[src/common/booth_pkg.sv]
`default_nettype none

package booth_pkg;

    // operand and product widths
    localparam int OPERAND_W = 16;
    localparam int PRODUCT_W = 32;

    // one radix-2 step per multiplier bit
    localparam int BOOTH_STEPS = 16;
    localparam int STEP_CNT_W  = 5; // must hold BOOTH_STEPS itself

    // operand queue
    localparam int FIFO_DEPTH = 4;
    localparam int FIFO_AW    = 2;

    localparam int ACCEPT_CNT_W = 16; // wraps

endpackage

`default_nettype wire

[src/booth/booth_multiplier.sv]
`default_nettype none

module booth_multiplier (
    input  wire                                     clk,
    input  wire                                     rst_n,
    input  wire                                     empty,
    input  wire signed [booth_pkg::OPERAND_W-1:0]   head_a,
    input  wire signed [booth_pkg::OPERAND_W-1:0]   head_b,
    output logic                                    pop,
    output logic                                    result_valid,
    output logic signed [booth_pkg::PRODUCT_W-1:0]  result,
    output logic                                    busy
);

    // busy doubles as the controller state (0 idle, 1 compute)

    logic [booth_pkg::STEP_CNT_W-1:0] step_cnt;
    logic                             last_step_done;

    // multiplicand carries a guard bit so that -32768 never overflows the upper half
    logic signed [booth_pkg::OPERAND_W:0] mcand;

    // {partial product (guard + 16), multiplier (16)}
    logic signed [booth_pkg::PRODUCT_W:0] acc;
    logic                                 prev;   // bit shifted out last step

    logic signed [booth_pkg::OPERAND_W:0] upper;
    logic signed [booth_pkg::OPERAND_W:0] upper_next;
    logic signed [booth_pkg::PRODUCT_W:0] acc_next;

    assign pop = ~busy & ~empty;

    assign last_step_done =
        (step_cnt == (booth_pkg::STEP_CNT_W)'(booth_pkg::BOOTH_STEPS));

    assign upper = $signed(acc[booth_pkg::PRODUCT_W:booth_pkg::OPERAND_W]);

    // radix-2 recoding on {q0, q-1}
    always_comb begin
        case ({acc[0], prev})
            2'b10: upper_next = upper - mcand;
            2'b01: upper_next = upper + mcand;
            default: upper_next = upper;
        endcase
    end

    // arithmetic shift right of the whole register
    assign acc_next = {upper_next[booth_pkg::OPERAND_W],
                       upper_next,
                       acc[booth_pkg::OPERAND_W-1:1]};

    always_ff @(posedge clk or negedge rst_n) begin
        if (!rst_n) begin
            busy     <= 1'b0;
            step_cnt <= '0;
        end else if (!busy) begin
            if (pop) begin
                busy     <= 1'b1;
                step_cnt <= '0;
            end
        end else if (last_step_done) begin
            busy <= 1'b0;   // result registered at this same edge
        end else begin
            step_cnt <= step_cnt + 1'b1;
        end
    end

    // datapath
    always_ff @(posedge clk) begin
        if (pop) begin
            mcand <= {head_a[booth_pkg::OPERAND_W-1], head_a};
            acc   <= {{(booth_pkg::OPERAND_W + 1){1'b0}}, head_b};
            prev  <= 1'b0;
        end else if (busy && !last_step_done) begin
            acc  <= acc_next;
            prev <= acc[0];
        end
    end

    always_ff @(posedge clk or negedge rst_n) begin
        if (!rst_n) begin
            result_valid <= 1'b0;
        end else begin
            result_valid <= busy & last_step_done; // one cycle pulse
        end
    end

    always_ff @(posedge clk or negedge rst_n) begin
        if (!rst_n) begin
            result <= '0;
        end else if (busy && last_step_done) begin
            // low 32 bits hold the full signed product
            result <= $signed(acc[booth_pkg::PRODUCT_W-1:0]);
        end
    end

endmodule

`default_nettype wire

[src/logic/booth_mult_unit.sv]
`default_nettype none

module booth_mult_unit (
    input  wire                                     clk,
    input  wire                                     rst_n,
    input  wire                                     in_valid,
    input  wire signed [booth_pkg::OPERAND_W-1:0]   in_a,
    input  wire signed [booth_pkg::OPERAND_W-1:0]   in_b,
    output logic                                    in_ready,
    output logic                                    result_valid,
    output logic signed [booth_pkg::PRODUCT_W-1:0]  result,
    output logic                                    busy,
    output logic                                    overflow,
    output logic [booth_pkg::ACCEPT_CNT_W-1:0]      accepted_count
);

    // staging to fifo
    logic                                   push;
    logic signed [booth_pkg::OPERAND_W-1:0] push_a;
    logic signed [booth_pkg::OPERAND_W-1:0] push_b;
    logic                                   full;

    // fifo to multiplier
    logic                                   pop;
    logic                                   empty;
    logic signed [booth_pkg::OPERAND_W-1:0] head_a;
    logic signed [booth_pkg::OPERAND_W-1:0] head_b;

    operand_issue operand_issue_i (
        .clk            (clk),
        .rst_n          (rst_n),
        .in_valid       (in_valid),
        .in_a           (in_a),
        .in_b           (in_b),
        .full           (full),
        .in_ready       (in_ready),
        .push           (push),
        .push_a         (push_a),
        .push_b         (push_b),
        .overflow       (overflow),
        .accepted_count (accepted_count)
    );

    operand_fifo operand_fifo_i (
        .clk    (clk),
        .rst_n  (rst_n),
        .push   (push),
        .push_a (push_a),
        .push_b (push_b),
        .pop    (pop),
        .head_a (head_a),
        .head_b (head_b),
        .full   (full),
        .empty  (empty)
    );

    booth_multiplier booth_multiplier_i (
        .clk          (clk),
        .rst_n        (rst_n),
        .empty        (empty),
        .head_a       (head_a),
        .head_b       (head_b),
        .pop          (pop),
        .result_valid (result_valid),
        .result       (result),
        .busy         (busy)
    );

endmodule

`default_nettype wire

[src/logic/operand_fifo.sv]
`default_nettype none

module operand_fifo (
    input  wire                                     clk,
    input  wire                                     rst_n,
    input  wire                                     push,
    input  wire signed [booth_pkg::OPERAND_W-1:0]   push_a,
    input  wire signed [booth_pkg::OPERAND_W-1:0]   push_b,
    input  wire                                     pop,
    output logic signed [booth_pkg::OPERAND_W-1:0]  head_a,
    output logic signed [booth_pkg::OPERAND_W-1:0]  head_b,
    output logic                                    full,
    output logic                                    empty
);

    logic signed [booth_pkg::OPERAND_W-1:0] mem_a [booth_pkg::FIFO_DEPTH];
    logic signed [booth_pkg::OPERAND_W-1:0] mem_b [booth_pkg::FIFO_DEPTH];

    logic [booth_pkg::FIFO_AW-1:0] wr_ptr;
    logic [booth_pkg::FIFO_AW-1:0] rd_ptr;
    logic [booth_pkg::FIFO_AW:0]   count;   // one extra bit to tell full from empty

    // show-ahead head
    assign head_a = mem_a[rd_ptr];
    assign head_b = mem_b[rd_ptr];

    assign full  = (count == (booth_pkg::FIFO_AW + 1)'(booth_pkg::FIFO_DEPTH));
    assign empty = (count == '0);

    // storage
    always_ff @(posedge clk) begin
        if (push) begin
            mem_a[wr_ptr] <= push_a;
            mem_b[wr_ptr] <= push_b;
        end
    end

    // pointers wrap on their own with a power-of-two depth
    always_ff @(posedge clk or negedge rst_n) begin
        if (!rst_n) begin
            wr_ptr <= '0;
        end else if (push) begin
            wr_ptr <= wr_ptr + 1'b1;
        end
    end

    always_ff @(posedge clk or negedge rst_n) begin
        if (!rst_n) begin
            rd_ptr <= '0;
        end else if (pop) begin
            rd_ptr <= rd_ptr + 1'b1;
        end
    end

    always_ff @(posedge clk or negedge rst_n) begin
        if (!rst_n) begin
            count <= '0;
        end else if (push && !pop) begin
            count <= count + 1'b1;
        end else if (pop && !push) begin
            count <= count - 1'b1;
        end
        // push and pop together leave the count alone
    end

endmodule

`default_nettype wire

[src/logic/operand_issue.sv]
`default_nettype none

module operand_issue (
    input  wire                                     clk,
    input  wire                                     rst_n,
    input  wire                                     in_valid,
    input  wire signed [booth_pkg::OPERAND_W-1:0]   in_a,
    input  wire signed [booth_pkg::OPERAND_W-1:0]   in_b,
    input  wire                                     full,
    output logic                                    in_ready,
    output logic                                    push,
    output logic signed [booth_pkg::OPERAND_W-1:0]  push_a,
    output logic signed [booth_pkg::OPERAND_W-1:0]  push_b,
    output logic                                    overflow,
    output logic [booth_pkg::ACCEPT_CNT_W-1:0]      accepted_count
);

    logic                                   staged;  // staging register occupied
    logic signed [booth_pkg::OPERAND_W-1:0] stage_a;
    logic signed [booth_pkg::OPERAND_W-1:0] stage_b;
    logic                                   accept;
    logic                                   drop;

    assign in_ready = ~staged;
    assign accept   = in_valid & ~staged;
    assign drop     = in_valid & staged;   // strobe with nowhere to go

    // forward the staged pair as soon as the fifo has room
    assign push   = staged & ~full;
    assign push_a = stage_a;
    assign push_b = stage_b;

    always_ff @(posedge clk or negedge rst_n) begin
        if (!rst_n) begin
            staged <= 1'b0;
        end else if (accept) begin
            staged <= 1'b1;
        end else if (push) begin
            staged <= 1'b0;
        end
    end

    // operand payload
    always_ff @(posedge clk) begin
        if (accept) begin
            stage_a <= in_a;
            stage_b <= in_b;
        end
    end

    always_ff @(posedge clk or negedge rst_n) begin
        if (!rst_n) begin
            overflow <= 1'b0;
        end else if (drop) begin
            overflow <= 1'b1; // sticky until reset
        end
    end

    always_ff @(posedge clk or negedge rst_n) begin
        if (!rst_n) begin
            accepted_count <= '0;
        end else if (accept) begin
            accepted_count <= accepted_count + 1'b1;
        end
    end

endmodule

`default_nettype wire

[config.mk]
export PLATFORM = sky130hd
export DESIGN_NAME = booth_mult_unit
export DESIGN_NICKNAME = d
export VERILOG_FILES = /design/src/common/booth_pkg.sv /design/src/booth/booth_multiplier.sv /design/src/logic/booth_mult_unit.sv /design/src/logic/operand_fifo.sv /design/src/logic/operand_issue.sv
export SDC_FILE = /design/constraint.sdc
export NUM_CORES = 1
export LEC_CHECK = 0
export BUFFER_PORTS_ARGS = -buffer_cell sky130_fd_sc_hd__buf_2
export CAP_MARGIN = 20
export CELL_PAD_IN_SITES_DETAIL_PLACEMENT = 0
export CELL_PAD_IN_SITES_GLOBAL_PLACEMENT = 2
export CORE_UTILIZATION = 47
export DETAILED_ROUTE_END_ITERATION = 8
export PLACE_DENSITY_LB_ADDON = 0.1
export SYNTH_ARGS = -nofsm -noshare
export SYNTH_HDL_FRONTEND = slang
export SYNTH_SLANG_ARGS = --single-unit
[constraint.sdc]
create_clock -name clk -period 6.4 [get_ports clk]
set_clock_uncertainty 0.1 [all_clocks]
set_input_delay 0.32 -clock clk [delete_from_list [all_inputs] [get_ports clk]]
set_output_delay 0.32 -clock clk [all_outputs]
set_load 0.005 [all_outputs]
==> results of run 1 <==
==> final timing paths <==
path                                      startpoint                                 to  depth (start not counted)
setup / recovery           booth_multiplier_i.acc[0]         booth_multiplier_i.acc[28]                         10
max in group asynchronous                      rst_n           operand_fifo_i.rd_ptr[1]                          3
hold / removal              operand_issue_i.overflow           operand_issue_i.overflow                          1
setup reg to reg           booth_multiplier_i.acc[0]         booth_multiplier_i.acc[28]                         10
min in group asynchronous                      rst_n  operand_issue_i.accepted_count[6]                          3
hold reg to reg             operand_issue_i.overflow           operand_issue_i.overflow                          1
==> repair_timing <==
| action | in CTS | in global routing |
|---|---|---|
| hold endpoints to repair | 98 | 0 |
| hold buffers | 34 | 0 |
| endpoints found under the setup margin | 0 | 0 |
==> report_power, final <==
part	switching [W]	leakage, nW	total, W	internal (W)
logic	0.00146	1.97	0.00257	0.00111
registers	0.000365	2.76	0.00294	0.00258
clock network	0.000644	0.428	0.00155	0.000908
total	0.00247	5.15	0.00707	0.00460
==> per-layer routing <==
layer	wire length, um	vias to the layer above	global-route usage
met5	0	-	0
met4	325	0	0.0430
met3	868	28	0.0264
met2	10200	138	0.307
met1	10200	3135	0.262
li1	-	2998	-
==> placed cells by master (no fill, tap or decap), types with 3 or more instances in the layout <==
cell	synthesis	routed
mux4_2	32	32
dlygate4sd3_1	0	34
mux2i_1	4	4
nand2b_1	5	5
buf_4	0	6
xor2_1	25	25
clkbuf_16	0	29
xnor2_1	22	22
and2_2	0	4
buf_2	8	86
nor2_1	30	30
clkbuf_1	14	5
a32oi_1	3	3
clkinv_1	0	9
mux2_2	34	34
a211oi_1	6	6
o211ai_1	7	7
inv_1	18	18
dfrtp_1	64	62
nand3_1	19	19
nand2_1	82	82
ha_1	27	27
nor3_1	6	6
edfxtp_1	192	192
and3_1	5	5
o21ai_0	27	27
a21o_1	3	3
o21bai_1	3	3
nor4_1	4	4
a21oi_1	28	28
nand4_1	10	10
dfxtp_1	17	17
==> worst max-delay path: cells and delay by family, from the launching register on <==
kind / cells / cell delay [ns]
buf+inv: 1 / 0.09
mux: 1 / 0.43
fa+ha+maj: 2 / 0.79
simple gates: 1 / 0.28
xor+xnor: 1 / 0.15
flops: 1 / 0.35
compound gates: 4 / 1.23
==> sequential cells by signal, indices dropped and copies added, names as in the netlist <==
signal and flops:
operand_issue_i.overflow 1, booth_multiplier_i.mcand 16, operand_fifo_i.mem_a 64, booth_multiplier_i.result_valid 1
booth_multiplier_i.busy 1, operand_issue_i.push_a 16, booth_multiplier_i.prev 1, operand_fifo_i.count 3
operand_issue_i.staged 1, operand_issue_i.accepted_count 16, booth_multiplier_i.result 32, operand_fifo_i.rd_ptr 2
booth_multiplier_i.acc 32, booth_multiplier_i.step_cnt 5, operand_fifo_i.wr_ptr 2, operand_issue_i.push_b 16
operand_fifo_i.mem_b 64
==> kinds of logic (layout without fill, tap and decap cells) <==
kind of cell,after synthesis,after routing
multiplexers,70,70
AO/OA/AOI/OAI,87,87
adder cells (fa/ha/maj),29,29
buffers and inverters,44,194
flip-flops,273,273
AND/OR/NAND/NOR,177,177
XOR/XNOR,47,47
==> stage by stage <==
step / cells / total power, W / area [um2]
after floorplan: 727 / 0.00475 / 11200
after global placement: 1112 / 0.00553 / 12000
after detailed placement: 1112 / 0.00558 / 12000
after CTS: 1196 / 0.00717 / 13200
after global routing: 1196 / 0.00756 / 13200
final: 1196 / 0.00707 / 13200
==> cell type report <==
cell class / count / area share
flip-flops and latches: 273 / 0.585
multi-input cells: 410 / 0.250
repair buffers: 126 / 0.0619
clock buffers: 34 / 0.0565
well taps: 319 / 0.0303
clock inverters: 16 / 0.0106
inverters: 18 / 0.00513
==> impl_metrics.tcl, run 1 <==
set metrics [dict create \
    die_h_um 156 \
    syn_area_per_cell_um2 15.4 \
    cts_setup_buffers 0 \
    vias 6299 \
    die_w_um 156 \
    cts.sinks 273 \
    synth_fa_ha_area_frac 0.0338 \
    synthCells 727 \
    setup-tns-final_ns 0 \
    cp_common_cell "ha_1" \
    synth_simple_gate_area_frac 0.0745 \
    start_util 0.477 \
    post-route-period-util 0.548 \
    syn_nets 791 \
    synth_top_family_by_area "multiplexers" \
    clock_path_buffers 3 \
    netlist.top_cell.by_area "edfxtp_1" \
    p_leak_nw 5.15 \
    multi_input_area_um2 3300 \
    hold_violations 0 \
    critical-path-max-stage-delay_ns 0.50 \
    route.detailed.drc 0 \
    synth.most_common_cell "edfxtp_1" \
    seq_area_frac_synth 0.690 \
    dieArea_um2 24400 \
    hold_path_class "flip-flop to flip-flop" \
    place_hpwl_mm 14.0 \
    drtPass1Iterations 5 \
    status "completed" \
    antenna_cells 0 \
    clockRootBuffer "clkbuf_16" \
    ys_top_cells_by_count "edfxtp_1, nand2_1, dfrtp_1" \
    viasPerCell 5.27 \
    tightest_slew_ns 0.935 \
    synth_ff_type "edfxtp_1" \
    fillers 1932 \
    critPathArrivalTime_ns 3.87 \
    crit_path_end_kind "flip-flop" \
    grt_start_max_net_pins 65 \
    first_global_vias 6499 \
    grt_first_pass_wirelength_mm 34.9 \
    async_flop_share 0.234 \
    seqCellArea_um2 7710 \
    rsz0062_at_grt "no" \
    dp_slack_ns 2.87 \
    ys_types 48 \
    synth_seq_cells 273 \
    cap_violations 0 \
    hold-worst-slack_ns 0.353 \
    grt-ovfl-total 0 \
    numCtsBuffers 29 \
    ios 87 \
    rows 56 \
    ctsResizeCount 0 \
    yosys.area.top_type_share 0.516 \
    path_class "flip-flop to flip-flop" \
    required_ns 6.76 \
    drive_above_1_share 0.235 \
    synth_compound_area_frac 0.0467 \
    finalNetCount 922 \
    yosys-top-cells-area "edfxtp_1, dfrtp_1, mux4_2, mux2_2, dfxtp_1" \
    coreArea_um2 23400 \
    crit_fanout 16 \
    peakVddDrop_v 0.000305 \
    insertion_delay_ns 0.55 \
    synthXorXnorAreaFrac 0.0369 \
    antenna_found_initial 0 \
    initialDrtViolationCount 357 \
    worst_slack_ns 2.89 \
    maxSlewViolCount 0 \
    setup_viol 0 \
    slew_headroom 0.377 \
    ys.warnings.count 0 \
    syn2layout_area_growth_pct 18.0 \
    antenna_left 0 \
    p_per_area_nw_per_um2 536 \
    gr-usage-all-layers 0.186 \
    gp_congestion 0.813 \
    synthMuxAreaShare 0.102 \
    wl_per_cell_um 18.1 \
    port_buffers 86 \
    clk_pin_slew_ns 0.06 \
    wl_mm 21.6 \
    h-tree-depth 1 \
    clock.fmax_mhz 285 \
    startpoint_type "flip-flop" \
    cpMaxStageDelayCell "ha_1" \
    synth-edff-count 192 \
    reg2reg_slack_ns 2.89 \
    syn_area_um2 11200 \
    path_cells "inv_1, ha_1, mux2_2, ha_1, a211oi_1, and4bb_2, o31ai_1, o21ai_0, xnor2_1, o211ai_1" \
    cts_tree "built" \
    fin_util 0.563 \
    layout_min_cycle_time_ns 3.51 \
]
No activity file was read; power rests on OpenSTA's default activity.
==> run 2: changes to the inputs <==
--- a/config.mk
+++ b/config.mk
@@ -9,7 +9,7 @@
 export CAP_MARGIN = 20
 export CELL_PAD_IN_SITES_DETAIL_PLACEMENT = 0
 export CELL_PAD_IN_SITES_GLOBAL_PLACEMENT = 2
-export CORE_UTILIZATION = 47
+export CORE_UTILIZATION = 39
 export DETAILED_ROUTE_END_ITERATION = 8
 export PLACE_DENSITY_LB_ADDON = 0.1
 export SYNTH_ARGS = -nofsm -noshare
==> constraint.sdc (replaced) <==
create_clock -name clk -period 2.92 [get_ports clk]
set_clock_uncertainty 0.1 [all_clocks]
set_input_delay 0.146 -clock clk [delete_from_list [all_inputs] [get_ports clk]]
set_output_delay 0.146 -clock clk [all_outputs]
set_load 0.005 [all_outputs]
==> run 2 against run 1 <==
- sequential cell count unchanged
- total power increased by 140%
- register-to-register slack got worse by 3.0 ns
- critical endpoint is now booth_multiplier_i.acc[27]
- critical path type unchanged
- final area increased by 6.2%
- final cell count increased by 11%
- non-clock buffer count increased by 68
- utilization decreased by 6.4 points
- combinational power increased to 2.7 times the previous value
- sequential share of layout area decreased by 3.4 points
- first-iteration DRC count decreased by 40%
- largest power group is now combinational cells
- critical path depth increased by 2
- clock power increased by 140%
- the flow now finishes with violations (hold timing, setup timing)
==> impl_metrics.tcl, run 2 (same netlist as run 1, synthesis figures left out) <==
set metrics [dict create \
    final_area_um2 14000 \
    syn2layout_area_growth_pct 25.2 \
    antenna_found_initial 0 \
    cts_tree "built" \
    gp_congestion 0.834 \
    viasPerCell 4.83 \
    p_leak_nw 5.56 \
    r2r_start "booth_multiplier_i.mcand[3]" \
    first_global_vias 6399 \
    clockRootBuffer "clkbuf_16" \
    reg_top3 "operand_fifo_i.mem_a x64, operand_fifo_i.mem_b x64" \
    status "complete, but fails checks" \
    final_cell_mix "edfxtp_1, buf_2, nand2_1" \
    power.total_w 0.0170 \
    clock_path_buffers 3 \
    clk_pin_slew_ns 0.06 \
    drtPass1Iterations 4 \
    critPathArrivalTime_ns 3.45 \
    maxSlewViolCount 0 \
    gr-usage-all-layers 0.153 \
    dp.cells 1229 \
    rows 61 \
    slew_headroom 0.564 \
    port_buffers 86 \
    path_buf_inv 0 \
    crit_fanout 4 \
    wl_mm 21.8 \
    die_h_um 171 \
    dieArea_um2 29300 \
    hold-worst-slack_ns -0.0301 \
    coreArea_um2 28000 \
    worst_r2r_path_depth 12 \
    place_hpwl_mm 14.3 \
    clock.fmax_mhz 326 \
    final-instance-count-excl-fill 1326 \
    r2r-end "booth_multiplier_i.acc[27]" \
    hold_path_class "input port to asynchronous set/reset pin" \
    route.detailed.drc 0 \
    path_cells "or4_4, nor4_4, nand2b_1, nor2_2, nor2_1, xnor2_1, ha_1, a21oi_2, o21ai_2, o21bai_4, or4_1, nand3_1" \
    cpMaxStageDelayCell "or4_4" \
    numCtsBuffers 29 \
    antenna_cells 0 \
    finalNetCount 990 \
    rsz0062_at_grt "yes" \
    h-tree-depth 1 \
    tightest_slew_ns 0.654 \
    grt_first_pass_wirelength_mm 34.6 \
    place_area_um2 12500 \
    grt_start_max_net_pins 44 \
    die_w_um 171 \
    fin_util 0.499 \
    reg2reg_slack_ns -0.15 \
    final_common_cell "edfxtp_1" \
    worst_slack_ns -0.147 \
    crit_path_end_kind "flip-flop" \
    critical-path-max-stage-delay_ns 0.59 \
    wl_per_cell_um 16.4 \
    drive_above_1_share 0.316 \
    post-route-period-util 1.05 \
    start_util 0.399 \
    cts.sinks 273 \
    path_class "flip-flop to flip-flop" \
    setup_viol 5 \
    startpoint_type "flip-flop" \
    initialDrtViolationCount 215 \
    layout_min_cycle_time_ns 3.07 \
    vias 6409 \
    fillers 2453 \
    required_ns 3.31 \
    hold_violations 17 \
    cp_top_family "simple AND/OR/NAND/NOR gates" \
    antenna_left 0 \
    peakVddDrop_v 0.000806 \
    ios 87 \
    p_per_area_nw_per_um2 1220 \
    insertion_delay_ns 0.55 \
    violations "hold timing, setup timing" \
    grt-ovfl-total 0 \
    dp_slack_ns -0.174 \
    cap_violations 0 \
]
## run 2: through the flow
stage	hold slack, ns	TNS [ns]
2_1_floorplan	-0.250	-0.0207
3_3_place_gp	0.222	-0.511
3_5_place_dp	0.224	-0.732
4_1_cts	0.167	-0.588
5_1_grt	0.0249	-2.03
6_report	-0.0301	-0.538
## run 2: metal layers
| metal | part of all wire | global-route usage | vias up |
|---|---|---|---|
| met5 | 0 | 0 | - |
| met4 | 0.021 | 0.0392 | 0 |
| met3 | 0.035 | 0.0242 | 34 |
| met2 | 0.46 | 0.247 | 118 |
| met1 | 0.48 | 0.215 | 3125 |
| li1 | - | - | 3132 |
## run 2: how the worst max path moves through the flow
| stage | from | depth (start not counted) | endpoint | slack (ns) |
|---|---|---|---|---|
| floorplan | booth_multiplier_i.mcand[5] | 13 | booth_multiplier_i.acc[27] | -0.02 |
| global placement | booth_multiplier_i.mcand[6] | 11 | booth_multiplier_i.acc[31] | -0.12 |
| detailed placement | booth_multiplier_i.mcand[6] | 11 | booth_multiplier_i.acc[31] | -0.17 |
| CTS | booth_multiplier_i.mcand[6] | 12 | booth_multiplier_i.acc[27] | -0.16 |
| global route | booth_multiplier_i.mcand[3] | 13 | booth_multiplier_i.acc[31] | -0.36 |
| finish | booth_multiplier_i.mcand[3] | 12 | booth_multiplier_i.acc[27] | -0.15 |
## run 2: layout make-up
cell class	count	area [um2]	share of cell area
clock inverter	13	126	0.00903
timing repair buffer	194	1350	0.0966
sequential	273	7710	0.551
multi-input combinational	410	3420	0.245
tap	378	473	0.0338
inverter	18	67.6	0.00483
clock buffer	40	838	0.0599
## run 2: timing repair
item                                    CTS  global route
hold endpoints to repair                 75             0
pin swaps                                 9            12
gates resized for setup                   9            20
endpoints found under the setup margin    9            11
setup buffers                             2             7
hold buffers                             34             0
## run 2: power breakdown
group / internal [W] / switching [W]
registers: 0.00564 / 0.000756
logic: 0.00342 / 0.00356
clock network: 0.00218 / 0.00149
total: 0.0112 / 0.00580
## run 2: worst register-to-register path, cell delays in order, from the launching register on
cell	delay (ns)
edfxtp_1	0.38
or4_4	0.59
nor4_4	0.16
nand2b_1	0.12
nor2_2	0.17
nor2_1	0.07
xnor2_1	0.17
ha_1	0.31
a21oi_2	0.18
o21ai_2	0.10
o21bai_4	0.18
or4_1	0.39
nand3_1	0.09
